==> src/design/ecc_pkg.sv <==
// Shared widths, bit layout and read status codes for the SECDED protected RAM
package ecc_pkg;

  // User data and code widths
  localparam int DATA_WIDTH    = 8;
  localparam int PARITY_WIDTH  = 5;
  // Hamming parities only, without the overall parity bit
  localparam int HAMMING_WIDTH = PARITY_WIDTH - 1;
  // Stored word holds data in the upper bits and the code in the lower bits
  localparam int WORD_WIDTH    = DATA_WIDTH + PARITY_WIDTH;

  // Storage geometry
  localparam int ADDR_WIDTH    = 4;
  localparam int DEPTH         = 16;

  // Width of a Hamming position index, also the syndrome width
  localparam int POS_WIDTH     = 4;

  // Block positions taken by data bits 0 to 7
  // Powers of two are left free for the Hamming parities
  localparam logic [DATA_WIDTH-1:0][POS_WIDTH-1:0] DATA_POSITIONS = {
    4'd12, 4'd11, 4'd10, 4'd9, 4'd7, 4'd6, 4'd5, 4'd3
  };

  // Saturating event counter width
  localparam int COUNT_WIDTH   = 8;

  // Result of one read
  typedef enum logic [1:0] {
    ECC_OK            = 2'd0,
    ECC_CORRECTED     = 2'd1,
    ECC_UNCORRECTABLE = 2'd2
  } ecc_status_e;

endpackage

==> src/design/ecc_ram_top.sv <==
// SECDED protected RAM chaining the encoder, the word array and the corrector
`timescale 1ns/10ps

module ecc_ram_top (
  input  logic                           clk,
  input  logic                           rst_n,
  // Write request
  input  logic                           wr_strobe,
  input  logic [ecc_pkg::ADDR_WIDTH-1:0]  wr_addr,
  input  logic [ecc_pkg::DATA_WIDTH-1:0]  wr_data,
  input  logic [ecc_pkg::WORD_WIDTH-1:0]  inject_mask,
  // Read request
  input  logic                           rd_strobe,
  input  logic [ecc_pkg::ADDR_WIDTH-1:0]  rd_addr,
  // Read response, two cycles after the request
  output logic                           rd_valid,
  output logic [ecc_pkg::DATA_WIDTH-1:0]  rd_data,
  output ecc_pkg::ecc_status_e           rd_status,
  // Event counters
  output logic [ecc_pkg::COUNT_WIDTH-1:0] corrected_count,
  output logic [ecc_pkg::COUNT_WIDTH-1:0] uncorrectable_count
);

  // Encoder to storage
  logic                          enc_strobe;
  logic [ecc_pkg::ADDR_WIDTH-1:0] enc_addr;
  logic [ecc_pkg::WORD_WIDTH-1:0] enc_word;
  // Storage to corrector
  logic                          fetch_strobe;
  logic [ecc_pkg::WORD_WIDTH-1:0] fetch_word;

  // Write side, one cycle to encode
  hamming_encoder encoder (
    .clk         ( clk         ),
    .rst_n       ( rst_n       ),
    .wr_strobe   ( wr_strobe   ),
    .wr_addr     ( wr_addr     ),
    .wr_data     ( wr_data     ),
    .inject_mask ( inject_mask ),
    .enc_strobe  ( enc_strobe  ),
    .enc_addr    ( enc_addr    ),
    .enc_word    ( enc_word    )
  );

  // Array with a registered read
  ecc_storage storage (
    .clk          ( clk          ),
    .rst_n        ( rst_n        ),
    .enc_strobe   ( enc_strobe   ),
    .enc_addr     ( enc_addr     ),
    .enc_word     ( enc_word     ),
    .rd_strobe    ( rd_strobe    ),
    .rd_addr      ( rd_addr      ),
    .fetch_strobe ( fetch_strobe ),
    .fetch_word   ( fetch_word   )
  );

  // Read side, decode and register the result
  extended_hamming_corrector corrector (
    .clk                 ( clk                 ),
    .rst_n               ( rst_n               ),
    .fetch_strobe        ( fetch_strobe        ),
    .fetch_word          ( fetch_word          ),
    .rd_valid            ( rd_valid            ),
    .rd_data             ( rd_data             ),
    .rd_status           ( rd_status           ),
    .corrected_count     ( corrected_count     ),
    .uncorrectable_count ( uncorrectable_count )
  );

endmodule

==> src/design/ecc_storage.sv <==
// Sixteen-entry array of protected words with a registered read port
`timescale 1ns/10ps

module ecc_storage (
  input  logic                          clk,
  input  logic                          rst_n,
  input  logic                          enc_strobe,
  input  logic [ecc_pkg::ADDR_WIDTH-1:0] enc_addr,
  input  logic [ecc_pkg::WORD_WIDTH-1:0] enc_word,
  input  logic                          rd_strobe,
  input  logic [ecc_pkg::ADDR_WIDTH-1:0] rd_addr,
  output logic                          fetch_strobe,
  output logic [ecc_pkg::WORD_WIDTH-1:0] fetch_word
);

  // Word array, contents undefined until written
  logic [ecc_pkg::WORD_WIDTH-1:0] mem [ecc_pkg::DEPTH];

  // Write port
  // Same edge read returns the old word
  always_ff @(posedge clk) begin
    if (enc_strobe) begin
      mem[enc_addr] <= enc_word;
    end
  end

  // Read port, word held until the next read
  always_ff @(posedge clk) begin
    if (rd_strobe) begin
      fetch_word <= mem[rd_addr];
    end
  end

  // Fetch strobe trails the read request by one cycle
  always_ff @(posedge clk) begin
    if (!rst_n) begin
      fetch_strobe <= 1'b0;
    end else begin
      fetch_strobe <= rd_strobe;
    end
  end

endmodule

==> src/design/extended_hamming_corrector.sv <==
// Read stage that decodes the extended Hamming word, fixes single errors and counts events
`timescale 1ns/10ps

module extended_hamming_corrector (
  input  logic                           clk,
  input  logic                           rst_n,
  input  logic                           fetch_strobe,
  input  logic [ecc_pkg::WORD_WIDTH-1:0]  fetch_word,
  output logic                           rd_valid,
  output logic [ecc_pkg::DATA_WIDTH-1:0]  rd_data,
  output ecc_pkg::ecc_status_e           rd_status,
  output logic [ecc_pkg::COUNT_WIDTH-1:0] corrected_count,
  output logic [ecc_pkg::COUNT_WIDTH-1:0] uncorrectable_count
);

  // Stored word split into its two fields
  logic [ecc_pkg::DATA_WIDTH-1:0]   stored_data;
  logic [ecc_pkg::PARITY_WIDTH-1:0] stored_code;
  // Block in Hamming position order, position 0 holds the overall parity
  logic [ecc_pkg::WORD_WIDTH-1:0]   block;
  logic [ecc_pkg::WORD_WIDTH-1:0]   fixed_block;
  logic [ecc_pkg::POS_WIDTH-1:0]    syndrome;
  logic                             overall_check;
  logic [ecc_pkg::DATA_WIDTH-1:0]   fixed_data;
  ecc_pkg::ecc_status_e             next_status;

  assign stored_data = fetch_word[ecc_pkg::WORD_WIDTH-1:ecc_pkg::PARITY_WIDTH];
  assign stored_code = fetch_word[ecc_pkg::PARITY_WIDTH-1:0];

  // Unpack into block positions
  always_comb begin
    block    = '0;
    block[0] = stored_code[0];
    // Hamming parity k sits at position 2^k
    for (int k = 0; k < ecc_pkg::HAMMING_WIDTH; k++) begin
      block[1 << k] = stored_code[k+1];
    end
    for (int i = 0; i < ecc_pkg::DATA_WIDTH; i++) begin
      block[ecc_pkg::DATA_POSITIONS[i]] = stored_data[i];
    end
  end

  // Syndrome is the XOR of the indices of all set bits
  // Clean block gives zero since the parities cancel the data indices
  always_comb begin
    syndrome = '0;
    for (int p = 1; p < ecc_pkg::WORD_WIDTH; p++) begin
      if (block[p]) begin
        syndrome = syndrome ^ p[ecc_pkg::POS_WIDTH-1:0];
      end
    end
  end

  // Odd total means an odd number of flips, taken as a single one
  assign overall_check = ^block;

  // Flip the bit named by the syndrome
  // Zero syndrome lands on the overall parity and leaves the data alone
  always_comb begin
    fixed_block = block;
    if (overall_check && (int'(syndrome) < ecc_pkg::WORD_WIDTH)) begin
      fixed_block[syndrome] = ~block[syndrome];
    end
    for (int i = 0; i < ecc_pkg::DATA_WIDTH; i++) begin
      fixed_data[i] = fixed_block[ecc_pkg::DATA_POSITIONS[i]];
    end
  end

  // Status decision
  always_comb begin
    if (overall_check) begin
      next_status = ecc_pkg::ECC_CORRECTED;
    end else if (syndrome != '0) begin
      // Even flips with a nonzero syndrome, raw data passes through
      next_status = ecc_pkg::ECC_UNCORRECTABLE;
    end else begin
      next_status = ecc_pkg::ECC_OK;
    end
  end

  // Result registers and saturating counters
  always_ff @(posedge clk) begin
    if (!rst_n) begin
      rd_valid            <= 1'b0;
      rd_status           <= ecc_pkg::ECC_OK;
      corrected_count     <= '0;
      uncorrectable_count <= '0;
    end else begin
      rd_valid <= fetch_strobe;
      if (fetch_strobe) begin
        rd_status <= next_status;
        // Counters stick at all ones
        if (next_status == ecc_pkg::ECC_CORRECTED && corrected_count != '1) begin
          corrected_count <= corrected_count + 1'b1;
        end
        if (next_status == ecc_pkg::ECC_UNCORRECTABLE && uncorrectable_count != '1) begin
          uncorrectable_count <= uncorrectable_count + 1'b1;
        end
      end
    end
  end

  // Data is payload, loaded only with a valid fetch
  always_ff @(posedge clk) begin
    if (fetch_strobe) begin
      rd_data <= fixed_data;
    end
  end

endmodule

==> src/design/hamming_encoder.sv <==
// Write stage computing the extended Hamming code and registering the masked stored word
`timescale 1ns/10ps

module hamming_encoder (
  input  logic                          clk,
  input  logic                          rst_n,
  input  logic                          wr_strobe,
  input  logic [ecc_pkg::ADDR_WIDTH-1:0] wr_addr,
  input  logic [ecc_pkg::DATA_WIDTH-1:0] wr_data,
  input  logic [ecc_pkg::WORD_WIDTH-1:0] inject_mask,
  output logic                          enc_strobe,
  output logic [ecc_pkg::ADDR_WIDTH-1:0] enc_addr,
  output logic [ecc_pkg::WORD_WIDTH-1:0] enc_word
);

  // Data spread over its Hamming positions, parity positions stay zero
  logic [ecc_pkg::WORD_WIDTH-1:0]    data_block;
  logic [ecc_pkg::HAMMING_WIDTH-1:0] ham_parity;
  logic                              overall_parity;
  logic [ecc_pkg::WORD_WIDTH-1:0]    packed_word;

  // Place data bits at their block positions
  always_comb begin
    data_block = '0;
    for (int i = 0; i < ecc_pkg::DATA_WIDTH; i++) begin
      data_block[ecc_pkg::DATA_POSITIONS[i]] = wr_data[i];
    end
  end

  // Parity k covers every position whose index has bit k set
  // Only data positions are nonzero here so no parity feeds another
  always_comb begin
    ham_parity = '0;
    for (int k = 0; k < ecc_pkg::HAMMING_WIDTH; k++) begin
      for (int p = 1; p < ecc_pkg::WORD_WIDTH; p++) begin
        if (p[k]) begin
          ham_parity[k] = ham_parity[k] ^ data_block[p];
        end
      end
    end
  end

  // Overall parity over positions 1 to 12 makes the whole block even
  assign overall_parity = (^data_block) ^ (^ham_parity);

  // Code bit 0 is the overall parity, bits 1 to 4 the Hamming parities
  assign packed_word = {wr_data, ham_parity, overall_parity};

  // Strobe trails the write request by one cycle
  always_ff @(posedge clk) begin
    if (!rst_n) begin
      enc_strobe <= 1'b0;
    end else begin
      enc_strobe <= wr_strobe;
    end
  end

  // Payload only moves on a write, fault mask applied on the way to storage
  always_ff @(posedge clk) begin
    if (wr_strobe) begin
      enc_addr <= wr_addr;
      enc_word <= packed_word ^ inject_mask;
    end
  end

endmodule

==> config.mk <==
export PLATFORM = sky130hd
export DESIGN_NAME = ecc_ram_top
export DESIGN_NICKNAME = d
export VERILOG_FILES = /design/src/design/ecc_pkg.sv /design/src/design/ecc_ram_top.sv /design/src/design/ecc_storage.sv /design/src/design/extended_hamming_corrector.sv /design/src/design/hamming_encoder.sv
export SDC_FILE = /design/constraint.sdc
export NUM_CORES = 1
export LEC_CHECK = 0
export BUFFER_PORTS_ARGS = -buffer_cell sky130_fd_sc_hd__buf_2
export CAP_MARGIN = 25
export CORE_UTILIZATION = 55
export DETAILED_ROUTE_END_ITERATION = 16
export PLACE_DENSITY = 0.84
export REMOVE_ABC_BUFFERS = 1
export SLEW_MARGIN = 20
export SYNTH_ARGS = -nofsm -noshare
export SYNTH_HDL_FRONTEND = slang
export SYNTH_SLANG_ARGS = --single-unit
==> constraint.sdc <==
create_clock -name clk -period 5.6 [get_ports clk]
set_clock_uncertainty 0.2 [all_clocks]
set_input_delay 0.28 -clock clk [delete_from_list [all_inputs] [get_ports clk]]
set_output_delay 0.28 -clock clk [all_outputs]
set_load 0.05 [all_outputs]
# Word level (Yosys, flattened, before mapping)
# Memory sizes are Yosys's and may differ from the RTL's. A register that Yosys moved wholly into a read port is not among the register bits.
# Cells that the tools add are included.
# W data, S select, Z words.
[op_classes]
addsub = 2
multipliers = 0
div_mod_pow = 0
order_cmp = 3
eq_ne = 4
n_shift = 0
n_mux = 22
bitwise = 28
n_reduce_logical = 10
[ops]
columns = ["operator", "count"]
rows = [
  ["$reduce_xor A13 Y1", 2],
  ["$mux W4", 5],
  ["$add A8 B1 Y8 const B", 2],
  ["$ne A8 B8 Y1 const B", 2],
  ["$xor A1 B1 Y1", 15],
  ["$bwmux W13", 1],
  ["$mux W13", 1],
  ["$xor A13 B13 Y13", 1],
  ["$mux W3", 4],
  ["$not A2 Y2", 6],
  ["$mux W2", 4],
  ["$not A3 Y3", 2],
  ["$lt A4 B5 Y1 const B", 1],
  ["$mux W1", 5],
  ["$bmux W1 S4", 1],
  ["$demux W1 S4", 1],
  ["$ge A4 B1 Y1 const B", 1],
  ["$logic_and A1 B1 Y1", 4],
  ["$lt A4 B4 Y1 const B", 1],
  ["$reduce_and A2 Y1", 2],
  ["$reduce_bool A4 Y1", 1],
  ["$reduce_xor A4 Y1", 1],
  ["$not A1 Y1 const A", 3],
  ["$eq A2 B1 Y1 const B", 1],
  ["2 further kinds", 2],
]
[totals]
reg_bits = 46
latchBits = 0
ramBits = 208
romBits = 0
word_cells = 79
n_memories = 1
[mem_list]
columns = ["memory", "depth", "word_bits", "rd", "rd_clocked_by_memory_dff", "wr", "line", "rtl"]
rows = [
  ["storage.mem", 16, 13, 1, 1, 1, "ecc_storage.sv:17", "logic [ecc_pkg::WORD_WIDTH-1:0] mem [ecc_pkg::DEPTH];"],
]

# Logic depth before layout (Yosys ltp)
# Gate-level depths: netlist of run 1.
[logic_depth]
word_depth = 26
mapped_depth = 8

# Cells and area by module
# Synthesis of run 1 repeated with hierarchy kept, for this count alone.
[hier_totals]
hier_cells = 620
hier_area_um2 = 11323.4
[modules_own_cells]
columns = ["module", "instances", "cells_per_inst", "area_per_inst_um2", "seq_area_each_um2"]
rows = [
  ["ecc_storage", 1, 357, 8399.3, 6656.4],
  ["extended_hamming_corrector", 1, 220, 2098.3, 620.6],
  ["hamming_encoder", 1, 43, 825.8, 530.5],
]

# Worst setup path after synthesis of run 1
# Ideal clock, no wire load.
[synth_timing]
kind = "register to register"
startpoint = "reg storage.fetch_word[11] (netlist name) (read register of storage.mem)"
endpoint = "reg corrector.rd_data[0] (netlist name), data pin"
arrival_ps = 2210
required_time_ps = 5140
path_slack_ps = 2931
path_stages_with_launch = 8
period_less_slack_ps = 2669
path_cell_list = "edfxtp_1 > buf_6 > xnor3_2 > xor3_2 > or3_1 > a31oi_1 > a211oi_1 > mux2_2"
[synth_between]
elab_chain_len = 9
[synth_rtl]
columns = ["item", "line", "rtl"]
rows = [
  ["start, declared", "ecc_storage.sv:13", "output logic [ecc_pkg::WORD_WIDTH-1:0] fetch_word"],
  ["$mux W4", "extended_hamming_corrector.sv:48", "if (block[p]) begin"],
  ["$not A2 Y2 (no source line)", "n/a", ""],
  ["$mux W4", "extended_hamming_corrector.sv:48", ""],
  ["$lt A4 B5 Y1 (implied by the code) / $ge A4 B1 Y1 (equally long branches)", "extended_hamming_corrector.sv:62", "fixed_block[syndrome] = ~block[syndrome];"],
  ["$logic_and A1 B1 Y1 (implied by the code)", "extended_hamming_corrector.sv:62", ""],
  ["$mux W1 (implied by the code)", "extended_hamming_corrector.sv:62", ""],
  ["$demux W1 S4", "n/a", ""],
  ["$bwmux W13", "extended_hamming_corrector.sv:62", ""],
  ["$mux W13 (*)", "extended_hamming_corrector.sv:61", "if (overall_check && (int'(syndrome) < ecc_pkg::WORD_WIDTH)) begin"],
  ["named net corrector.fixed_block, one bit", "extended_hamming_corrector.sv:21", "logic [ecc_pkg::WORD_WIDTH-1:0] fixed_block;"],
  ["end signal, assigned", "extended_hamming_corrector.sv:106", "rd_data <= fixed_data;"],
  ["end, declared", "extended_hamming_corrector.sv:10", "output logic [ecc_pkg::DATA_WIDTH-1:0] rd_data,"],
]
# Mark *: on every way through the listed nets, which the timed path passes. The rest lies on a longest branch. The select of a mux whose other input is x is not followed.
# A chain may end at the register's enable or synchronous reset.

# Worst setup path in the final report of run 1
[layout_timing]
startpoint = "reg storage.fetch_word[6] (netlist name) (read register of storage.mem)"
endpoint = "reg corrector.corrected_count[4] (netlist name)"
[layout_between]
elab_chain_len = 17
[layout_rtl]
columns = ["item", "line", "rtl"]
rows = [
  ["$mux W3", "extended_hamming_corrector.sv:48", ""],
  ["$mux W3 / $not A2 Y2 (equally long branches)", "n/a", ""],
  ["$not A3 Y3 (no source line) / $mux W3 (equally long branches)", "n/a", ""],
  ["$mux W3 / $not A3 Y3 (equally long branches)", "n/a", ""],
  ["$mux W4 / $mux W3 (equally long branches)", "extended_hamming_corrector.sv:48", ""],
  ["$not A2 Y2 (no source line) / $mux W4 (equally long branches)", "n/a", ""],
  ["$mux W4 (2 in a row)", "extended_hamming_corrector.sv:48", ""],
  ["$not A3 Y3 (no source line) / $mux W4 (equally long branches)", "n/a", ""],
  ["$mux W4 / $not A2 Y2 (equally long branches)", "n/a", ""],
  ["$mux W4", "extended_hamming_corrector.sv:48", ""],
  ["$reduce_bool A4 Y1", "extended_hamming_corrector.sv:73", "end else if (syndrome != '0) begin"],
  ["$mux W2", "extended_hamming_corrector.sv:73", ""],
  ["$mux W2 (*)", "extended_hamming_corrector.sv:71", "if (overall_check) begin"],
  ["$eq A2 B1 Y1 (*)", "extended_hamming_corrector.sv:93", "if (next_status == ecc_pkg::ECC_CORRECTED && corrected_count != '1) begin"],
  ["$logic_and A1 B1 Y1 (*)", "extended_hamming_corrector.sv:93", ""],
  ["$reduce_and A2 Y1 (no source line) (*)", "n/a", ""],
  ["end signal, assigned", "extended_hamming_corrector.sv:94", "corrected_count <= corrected_count + 1'b1;"],
  ["end, declared", "extended_hamming_corrector.sv:12", "output logic [ecc_pkg::COUNT_WIDTH-1:0] corrected_count,"],
]
# Mark *: on every way between the ends. The rest lies on a longest branch, timed or not.

==> key figures, run 1 <==
Clock tree
  • Clock sink total: 267
  • Clock-pin slew on the worst setup and hold paths: 0.06 ns
  • Root Driver: clkbuf_16
  • Max H-tree Level: 1
  • Post-CTS Setup Bufs: 0
  • Clk Latency, worst-skew pair: approximately 0.54 ns
  • # hold bufs at CTS: 26
  • CTS tree: built
  • Post-cts resize count: 0
  • CTS Buffer Depth: 3
  • TritonCTS buffer count: 27

Final layout
  • Layout cells sized above 1: 0.285
  • Area growth from synthesis to layout: 16.1%
  • Fillers: 1220
  • Nets: a little over 700
  • Final core utilization: 0.652
  • Register Area: approximately 0.0078 mm²
  • # diodes: 0
  • Multi-input logic area: 0.00302 mm²

Drt
  • Detailed-route via count: 5665
  • Antenna-violating nets left: 0
  • Number of DRC markers in iteration 0: 468
  • WL/cell: roughly 23 µm
  • Via/cell ratio: 5.92
  • DRT Pass-1 Iters: 5
  • Drt total wl: 21700 µm
  • # DRC: 0

Yosys
  • Commonest cells post-synth: edfxtp_1, mux4_2, xnor2_1
  • Compound-Gate Fraction of Synth Area: 0.0197
  • Post-Synth Simple-Gate Area: 0.0520
  • Yosys warnings: 0
  • Top_reg_cell synth: edfxtp_1
  • #FFs+latches synth: 267
  • Synth async-reset ratio: 0
  • Post-Synthesis Cells: 574
  • Post-synth top area cell: edfxtp_1
  • Share of the synthesized area in the top cell type: 0.676
  • Post-Synth Adder-Cell Area: 0.00229
  • Top post-synthesis cells by area: edfxtp_1, mux4_2, dfxtp_1
  • Largest family of logic cells by synthesized area: multiplexers
  • Syn Area/Cell: 19.0 µm²
  • Most frequent cell after synthesis: edfxtp_1
  • Post-synth EDFFs: 246
  • Sequential share of the synthesized area: 0.714
  • Synth unique cells: 53
  • Multiplexer area fraction after synthesis: 0.143
  • Cell Area, Synth: 0.0109 mm²
  • Synth Area in XOR/XNOR: 0.0566

STA
  • Fmax: approximately 320 MHz
  • Tcrit/Tclk final: 0.552
  • # setup viols final: 0
  • Min cycle time layout: 3.09 ns
  • RSZ-0062 raised after global routing: no
  • Final Slew Violations: 0
  • Slew of the pin with the lowest slew margin: 1.04 ns
  • Slew HR: 0.305
  • Setup tns final: 0 ns
  • Final hold violation count: 0

GRT
  • First-pass GRT wire length: ~34000 µm
  • Largest net degree at the start of global routing: 53
  • Gr ovfl total: 0
  • GRT Overall Usage: 0.227
  • Initial antenna violation count: 1
  • Vias in the first global route: 5962

Placement
  • Port Buffer Count: 59
  • Detailed Place HPWL: 13300 µm
  • RD Place Congestion: approximately 0.91

Power
  • Power Dens Cells: approximately 370 mW/mm²
  • Leak: about 0.0042 µW
  • Total power: about 4700 µW
  • Max VDD drop: 0.000242 V

Setup path
  • Worst setup path start: storage.fetch_word[6]$_DFFE_PP_
  • Setup crit start kind: flop
  • WP data required: between 5 and 6 ns
  • Critical path type: reg2reg
  • R2r startpoint: storage.fetch_word[6]$_DFFE_PP_
  • Critical path arrival: between 3 and 4 ns
  • CP Capture Type: flop
  • CP max FO: 11

Die
  • Top-Level Pins: 60
  • Die area: 0.0204 mm²
  • Initial Util: 0.562
  • Die Wd: 143 µm
  • Rows: 51
  • Die Y: 143 µm
  • Core area: 0.0195 mm²

Run status
  • Status: finished clean

Worst hold path
  • Hold wc startpoint: wr_data[0]
  • Type of the most critical hold path: in2reg

Run
  • MaxCap Viol Count: 0
## kinds of logic after synthesis
family,count (synthesis)
flip-flops,267
buffers and inverters,32
AO/OA/AOI/OAI,32
multiplexers,74
adder cells (fa/ha/maj),2
XOR/XNOR,58
AND/OR/NAND/NOR,109
## layout by cell type (no fill, tap or decap), types with 9 or more instances in the layout
cell | netlist | layout
edfxtp_1 | 246 | 246
mux4_2 | 65 | 65
buf_2 | 4 | 58
xnor2_1 | 31 | 31
clkbuf_16 | 0 | 27
dlygate4sd3_1 | 0 | 26
nor2_1 | 29 | 23
dfxtp_1 | 21 | 21
xor2_1 | 19 | 19
nand2_1 | 19 | 19
buf_4 | 2 | 11
nand2b_1 | 9 | 9
## flip-flops by register name, summed over array words and instances (netlist names)
| signal | cells |
|---|---|
| encoder.enc_strobe | 1 |
| corrector.corrected_count | 8 |
| storage.fetch_word | 13 |
| storage.fetch_strobe | 1 |
| corrector.rd_valid | 1 |
| storage.mem | 208 |
| corrector.rd_data | 8 |
| encoder.enc_word | 13 |
| corrector.rd_status | 2 |
| corrector.uncorrectable_count | 8 |
| encoder.enc_addr | 4 |
## power breakdown
| part | internal, µW | switching [µW] | total [µW] | leakage [µW] |
|---|---|---|---|---|
| clock | 1020 | 723 | 1750 | 0.000424 |
| sequential | 2300 | 94.6 | 2400 | 0.00241 |
| combinational | 233 | 298 | 530 | 0.00139 |
## stage by stage
| step | hold WS, ns | setup WS (ns) | instances | cell area, µm² |
|---|---|---|---|---|
| 4_1_cts | 0.0263 | 2.51 | 957 | 12700 |
| 3_5_place_dp | 0.259 | 2.51 | 882 | 11600 |
| 6_report | 0.0286 | 2.51 | 957 | 12700 |
| 2_1_floorplan | 0.179 | 2.80 | 547 | 10800 |
| 5_1_grt | 0.0715 | 2.33 | 957 | 12700 |
| 3_3_place_gp | 0.258 | 2.65 | 882 | 11600 |
## path summary, 6_finish.rpt
| kind | to | slack [ns] | cells after the start |
|---|---|---|---|
| setup / recovery | corrector.corrected_count[4]$_SDFFE_PN0P_ | 2.51 | 6 |
| hold / removal | encoder.enc_word[2]$_DFFE_PP_ | 0.03 | 3 |
| setup reg to reg | corrector.corrected_count[4]$_SDFFE_PN0P_ | 2.51 | 6 |
| hold reg to reg | corrector.rd_status[1]$_SDFFE_PN0P_ | 0.27 | 2 |
## layout make-up
cell class / count / area share
Clock buffer: 30 / 0.0541
Clock inverter: 19 / 0.0144
Inverter: 5 / 0.00148
Multi-Input combinational cell: 275 / 0.238
Sequential cell: 267 / 0.615
Tap cell: 265 / 0.0261
Timing Repair Buffer: 96 / 0.0508
## layer usage
layer  share of wire  GRT usage
met5               0          0
met2            0.53      0.411
met3           0.054     0.0329
met4           0.040     0.0911
met1            0.37      0.274
## worst max-delay path, cell delays in order (launching register included)
cell      delay (ns)
edfxtp_1        0.45
xnor2_1         0.24
xnor2_1         0.74
xnor3_2         0.56
or4_4           0.55
xor2_1          0.17
nor2_1          0.06
Power figures use the tool's default switching activity.
==> run 2, diff against run 1 <==
- clock period: 5.6 -> 3 ns (I/O delays scaled with it)
==> run 2 against run 1 <==
Effect of this change:
- fmax increased by 8.6%
- count of clock-buffer cells in the layout decreased by 1
- global-route usage increased by 1.3 points
- register-to-register slack got worse by 2.4 ns
- sequential cell count unchanged
- hold slack improved by 0.016 ns
- first-iteration DRC count increased by 20%
- setup slack got worse by 2.4 ns
- critical path depth unchanged
- highest routed layer unchanged
==> key figures, run 2 (synthesis results as in run 1) <==
GRT
  • Initial antenna violation count: 1 (unchanged)
  • Largest net degree at the start of global routing: 53 (unchanged)
  • Gr ovfl total: 0 (unchanged)
  • Vias in the first global route: 6145 (was 5962)
  • GRT Overall Usage: 0.241 (was 0.227)
  • First-pass GRT wire length: 35400 µm (was 33600 µm)

Setup path
  • Critical path type: reg2reg (unchanged)
  • Largest stage delay on the critical path: 0.51 ns (was 0.74 ns)
  • Critical path arrival: 2.92 ns (was 3.30 ns)
  • CP Capture Type: flop (unchanged)
  • CP max stage cell: edfxtp_1 (was xnor2_1)
  • Cell Chain, Critical Path: xnor3_2 > xor3_2 > or3_1 > a31oi_1 > a211oi_1 > mux2_2 (was xnor2_1 > xnor2_1 > xnor3_2 > or4_4 > xor2_1 > nor2_1)
  • CP max FO: 10 (was 11)
  • Setup crit start kind: flop (unchanged)
  • WP data required: 3.07 ns (was 5.81 ns)

Power
  • Combinational share of power: 0.123 (was 0.113)
  • Clk pwr share: 0.363 (was 0.374)
  • Power Dens Cells: 678 mW/mm² (was 368 mW/mm²)
  • Flop pwr share: 0.514 (was 0.513)
  • P_int: 6640 µW (was 3560 µW)
  • Max VDD drop: 0.000555 V (was 0.000242 V)
  • P_sw: 2080 µW (was 1120 µW)
  • Sw Ratio: 0.239 (was 0.238)
  • Leak: 0.00434 µW (was 0.00423 µW)

STA
  • Setup tns final: 0 ns (unchanged)
  • Worst hold margin: 0.0441 ns (was 0.0286 ns)
  • Slew of the pin with the lowest slew margin: 0.600 ns (was 1.04 ns)
  • RSZ-0062 raised after global routing: no (unchanged)
  • Final hold violation count: 0 (unchanged)
  • Final Slew Violations: 0 (unchanged)
  • Final WS setup: 0.152 ns (was 2.51 ns)
  • # setup viols final: 0 (unchanged)
  • Fmax: 351 MHz (was 323 MHz)
  • Tcrit/Tclk final: 0.949 (was 0.552)
  • Min cycle time layout: 2.85 ns (was 3.09 ns)
  • Slew HR: 0.600 (was 0.305)

Drt
  • Number of DRC markers in iteration 0: 562 (was 468)
  • # DRC: 0 (unchanged)
  • WL/cell: 23.9 µm (was 22.7 µm)
  • Antenna-violating nets left: 0 (unchanged)
  • Via/cell ratio: 5.98 (was 5.92)
  • Detailed-route via count: 5848 (was 5665)
  • Drt total wl: 23300 µm (was 21700 µm)
  • DRT Pass-1 Iters: 5 (unchanged)

Final layout
  • Post-route cell area: 0.0129 mm² (was 0.0127 mm²)
  • Most frequent cells in the layout: edfxtp_1, mux4_2, buf_2 (unchanged)
  • # diodes: 0 (unchanged)
  • Fillers: 1243 (was 1220)
  • Commonest non-fill, non-tap cell in the layout: edfxtp_1 (unchanged)
  • Layout cells sized above 1: 0.295 (was 0.285)
  • Most flops, register: storage.mem (unchanged)
  • Area growth from synthesis to layout: 17.6% (was 16.1%)
  • Nets: 729 (was 707)
  • Biggest regs: storage.mem (208), encoder.enc_word (13), storage.fetch_word (13) (unchanged)
  • Flip-flop count of the largest register after layout: 208 (unchanged)

Run
  • MaxCap Viol Count: 0 (unchanged)

Clock tree
  • CTS Buffer Depth: 3 (unchanged)
  • TritonCTS buffer count: 26 (was 27)
  • Post-cts resize count: 0 (unchanged)
  • Max H-tree Level: 1 (unchanged)
  • Root Driver: clkbuf_16 (unchanged)
  • Clock-pin slew on the worst setup and hold paths: 0.06 ns (about the same)
  • Post-CTS Setup Bufs: 0 (unchanged)
  • Clk Latency, worst-skew pair: 0.53 ns (was 0.54 ns)
  • Clock sink total: 267 (unchanged)
  • CTS tree: built (unchanged)

Placement
  • DP Area: 0.0117 mm² (was 0.0116 mm²)
  • Port Buffer Count: 59 (unchanged)
  • Dpl ws: 0.175 ns (was 2.51 ns)
  • Detailed Place HPWL: 13700 µm (was 13300 µm)
  • RD Place Congestion: 0.905 (was 0.913)

Die
  • Initial Util: 0.562 (unchanged)
  • Die Y: 143 µm (unchanged)
  • Rows: 51 (unchanged)
  • Core area: 0.0195 mm² (unchanged)
  • Die area: 0.0204 mm² (unchanged)
  • Top-Level Pins: 60 (unchanged)
  • Die Wd: 143 µm (unchanged)

Worst hold path
  • Type of the most critical hold path: in2reg (unchanged)

Run status
  • Status: finished clean (unchanged)
-- run 2: cell count changes in the layout (fill, tap and decap cells not counted), sizes merged --
| cell | previous run | this run |
|---|---|---|
| inv | 7 | 5 |
| clkbuf | 30 | 29 |
| clkinv | 12 | 14 |
| dlygate4sd3 | 26 | 33 |
| buf | 70 | 86 |
| clkinvlp | 2 | 1 |
-- run 2: per-stage QoR --
stage | power [µW] | util | instances
2_1_floorplan | 5180 | - | 547
3_3_place_gp | 5480 | 0.601 | 898
3_5_place_dp | 5560 | 0.601 | 898
4_1_cts | 8760 | 0.661 | 978
5_1_grt | 9000 | 0.661 | 978
6_report | 8720 | 0.661 | 978
-- run 2: worst paths after layout --
| kind | from | end | slack, ns | depth (start not counted) |
|---|---|---|---|---|
| max | storage.fetch_word[5]$_DFFE_PP_ | corrector.rd_data[0]$_DFFE_PP_ | 0.15 | 6 |
| max reg2reg | storage.fetch_word[5]$_DFFE_PP_ | corrector.rd_data[0]$_DFFE_PP_ | 0.15 | 6 |
| min reg2reg | corrector.rd_status[1]$_SDFFE_PN0P_ | corrector.rd_status[1]$_SDFFE_PN0P_ | 0.30 | 2 |
| min | wr_data[6] | encoder.enc_word[4]$_DFFE_PP_ | 0.04 | 4 |
-- run 2: cell type report --
type | instances | area (µm²) | area share
clock inverter | 18 | 174 | 0.0135
inverter | 5 | 18.8 | 0.00146
clock buffer | 29 | 662 | 0.0515
sequential | 267 | 7810 | 0.607
timing repair buffer | 119 | 856 | 0.0666
multi-input combinational | 275 | 3010 | 0.234
tap | 265 | 332 | 0.0258
-- run 2: power by group through the flow --
| stage | Sequential [µW] | Combinational [µW] | Clock, µW |
|---|---|---|---|
| 2_1_floorplan | 4580 | 604 | 0 |
| 3_3_place_gp | 4520 | 963 | 0 |
| 3_5_place_dp | 4550 | 1010 | 0 |
| 4_1_cts | 4480 | 1070 | 3210 |
| 5_1_grt | 4500 | 1140 | 3350 |
| 6_report | 4480 | 1080 | 3160 |
-- run 2: worst max-delay path: cells and delay by family, from the launching register on --
family                    cells  cell delay, ns
xor gates and xnor gates      2            0.99
DFF                           1            0.51
muxes                         1            0.27
and+or+nand+nor               1            0.39
AOI/OAI and AO/OA             2            0.25
-- run 2: repair_timing --
| item | CTS | global route |
|---|---|---|
| hold endpoints to repair | 58 | 0 |
| endpoints found under the setup margin | 0 | 0 |
| hold buffers | 33 | 0 |
-- run 2: metal layers --
layer / wire length [µm] / vias up / part of all wire / global-route usage
met1: 8400 / 2997 / 0.36 / 0.289
met2: 12800 / 270 / 0.55 / 0.446
met4: 784 / 0 / 0.034 / 0.0838
li1: - / 2530 / - / -
met5: 0 / - / 0 / 0
met3: 1380 / 51 / 0.059 / 0.0298
==> run 3, diff against run 2 <==
==> constraint.sdc (replaced) <==
create_clock -name clk -period 3 [get_ports clk]
set_clock_uncertainty 0.2 [all_clocks]
set_input_delay 0.6 -clock clk [delete_from_list [all_inputs] [get_ports clk]]
set_output_delay 0.6 -clock clk [all_outputs]
set_load 0.05 [all_outputs]
==> run 3 against run 2 <==
Effect of this change:
- non-clock buffer count fell by 33
- design area decreased by 2.4%
- clock power increased by 2%
==> key figures, run 3 (synthesis results as in run 1) <==
GRT
  • Met1 GRT Util: 0.281 (was 0.289)
  • Vias in the first global route: 5857 (was 6145)
  • GRT Overall Usage: 0.228 (was 0.241)
  • First-pass GRT wire length: 33400 µm (was 35400 µm)
  • Initial antenna violation count: 0 (was 1)
  • Global routing usage on met3: 0.0362 (was 0.0298)
  • Met2 usage: 0.406 (was 0.446)
  • Largest net degree at the start of global routing: 53 (unchanged)
  • Gr ovfl total: 0 (unchanged)
  • Most Used Layer, Global Route: met2 (unchanged)

Drt
  • Detailed-route via count: 5646 (was 5848)
  • Drt total wl: 21900 µm (was 23300 µm)
  • Via/cell ratio: 5.97 (was 5.98)
  • # DRC: 0 (unchanged)
  • Antenna-violating nets left: 0 (unchanged)
  • DRT Pass-1 Iters: 5 (unchanged)
  • WL/cell: 23.2 µm (was 23.9 µm)
  • Number of DRC markers in iteration 0: 548 (was 562)

Final layout
  • Area growth from synthesis to layout: 14.8% (was 17.6%)
  • Most flops, register: storage.mem (unchanged)
  • Flip-flop count of the largest register after layout: 208 (unchanged)
  • Fillers: 1250 (was 1243)
  • # diodes: 0 (unchanged)
  • Layout cells sized above 1: 0.302 (was 0.295)
  • Post-route cell area: 0.0126 mm² (was 0.0129 mm²)
  • Most frequent cells in the layout: edfxtp_1, mux4_2, buf_2 (unchanged)
  • Biggest regs: storage.mem (208), encoder.enc_word (13), storage.fetch_word (13) (unchanged)
  • Commonest non-fill, non-tap cell in the layout: edfxtp_1 (unchanged)
  • Nets: 697 (was 729)

STA
  • Slew of the pin with the lowest slew margin: 0.719 ns (was 0.600 ns)
  • Fmax: 344 MHz (was 351 MHz)
  • Final Slew Violations: 0 (unchanged)
  • Final hold violation count: 0 (unchanged)
  • Tcrit/Tclk final: 0.969 (was 0.949)
  • Slew HR: 0.519 (was 0.600)
  • RSZ-0062 raised after global routing: no (unchanged)
  • Min cycle time layout: 2.91 ns (was 2.85 ns)
  • Setup tns final: 0 ns (unchanged)
  • # setup viols final: 0 (unchanged)

Power
  • P_sw: 2050 µW (was 2080 µW)
  • Combinational share of power: 0.116 (was 0.123)
  • Clk pwr share: 0.369 (was 0.363)
  • Power Dens Cells: 693 mW/mm² (was 678 mW/mm²)
  • P_int: 6640 µW (about the same)
  • Max VDD drop: 0.000592 V (was 0.000555 V)
  • Flop pwr share: 0.515 (was 0.514)
  • Leak: 0.00421 µW (was 0.00434 µW)
  • Sw Ratio: 0.236 (was 0.239)

Clock tree
  • Clk Latency, worst-skew pair: 0.52 ns (was 0.53 ns)
  • CTS Buffer Depth: 3 (unchanged)
  • Clock-pin slew on the worst setup and hold paths: 0.06 ns (about the same)
  • CTS tree: built (unchanged)
  • # hold bufs at CTS: 0 (was 33)
  • Post-cts resize count: 0 (unchanged)
  • Max H-tree Level: 1 (unchanged)
  • Root Driver: clkbuf_16 (unchanged)
  • TritonCTS buffer count: 27 (was 26)
  • Post-CTS Setup Bufs: 0 (unchanged)
  • Clock sink total: 267 (unchanged)

Die
  • Rows: 51 (unchanged)
  • Die Y: 143 µm (unchanged)
  • Top-Level Pins: 60 (unchanged)
  • Core area: 0.0195 mm² (unchanged)
  • Initial Util: 0.562 (unchanged)
  • Die Wd: 143 µm (unchanged)
  • Die area: 0.0204 mm² (unchanged)

Run status
  • Status: finished clean (unchanged)

Placement
  • Port Buffer Count: 59 (unchanged)
  • Detailed Place HPWL: 13500 µm (was 13700 µm)
  • DP Area: 0.0117 mm² (about the same)
  • RD Place Congestion: 0.890 (was 0.905)

Setup path
  • Critical path type: reg2reg (unchanged)
  • CP max FO: 10 (unchanged)
  • Setup crit start kind: flop (unchanged)
  • Critical path arrival: 2.98 ns (was 2.92 ns)
  • WP data required: 3.07 ns (about the same)
  • CP Capture Type: flop (unchanged)

Worst hold path
  • Type of the most critical hold path: in2reg (unchanged)

Run
  • MaxCap Viol Count: 0 (unchanged)
[run 3: cell count changes in the layout (fill, tap and decap cells not counted), sizes merged]
cell         change
dlygate4sd3     -33
clkbuf           +1
clkinv           -1
clkinvlp         +1
[run 3: layout make-up]
class	instances	area [µm²]	share of cell area
repair buffers	86	538	0.0429
inverters	5	18.8	0.00150
multi-input cells	275	3010	0.240
flip-flops and latches	267	7810	0.622
clock inverters	18	161	0.0129
well taps	265	332	0.0264
clock buffers	30	687	0.0547
[run 3: path summary, 6_finish.rpt]
path,start,end,slack [ns],depth (start not counted)
setup / recovery,storage.fetch_word[11]$_DFFE_PP_,corrector.rd_data[0]$_DFFE_PP_,0.09,6
hold reg to reg,corrector.rd_status[1]$_SDFFE_PN0P_,corrector.rd_status[1]$_SDFFE_PN0P_,0.27,2
setup reg to reg,storage.fetch_word[11]$_DFFE_PP_,corrector.rd_data[0]$_DFFE_PP_,0.09,6
hold / removal,wr_addr[1],encoder.enc_addr[1]$_DFFE_PP_,0.05,1
[run 3: metrics by stage]
stage | hold slack, ns | setup slack [ns] | utilization | cells | total power (µW)
after detailed placement | 0.263 | 0.131 | 0.601 | 898 | 5550
after global placement | 0.256 | 0.216 | 0.601 | 898 | 5480
after global routing | 0.0226 | 0.0228 | 0.645 | 946 | 8970
final | 0.0493 | 0.0920 | 0.645 | 946 | 8690
after CTS | 0.0254 | 0.121 | 0.645 | 946 | 8750
after floorplan | 0.422 | 0.196 | - | 547 | 5180
[run 3: metal layers]
metal,vias to the layer above,part of all wire
li1,2462,-
met1,2861,0.38
met2,265,0.52
met3,58,0.065
met4,0,0.030
met5,-,0
[run 3: worst max-delay path, stage by stage, from the launching register on]
cell and delay (ns):
edfxtp_1 0.48, xnor3_2 0.54, xor3_2 0.52, or3_1 0.40
a31oi_1 0.19, a211oi_1 0.06, mux2_2 0.27
[run 3: power by group through the flow]
stage	Combinational, µW	Sequential [µW]	Clock, µW
final	1010	4470	3210
after global routing	1080	4490	3390
after CTS	1010	4470	3270
after detailed placement	1000	4550	0
after global placement	958	4520	0
after floorplan	604	4580	0
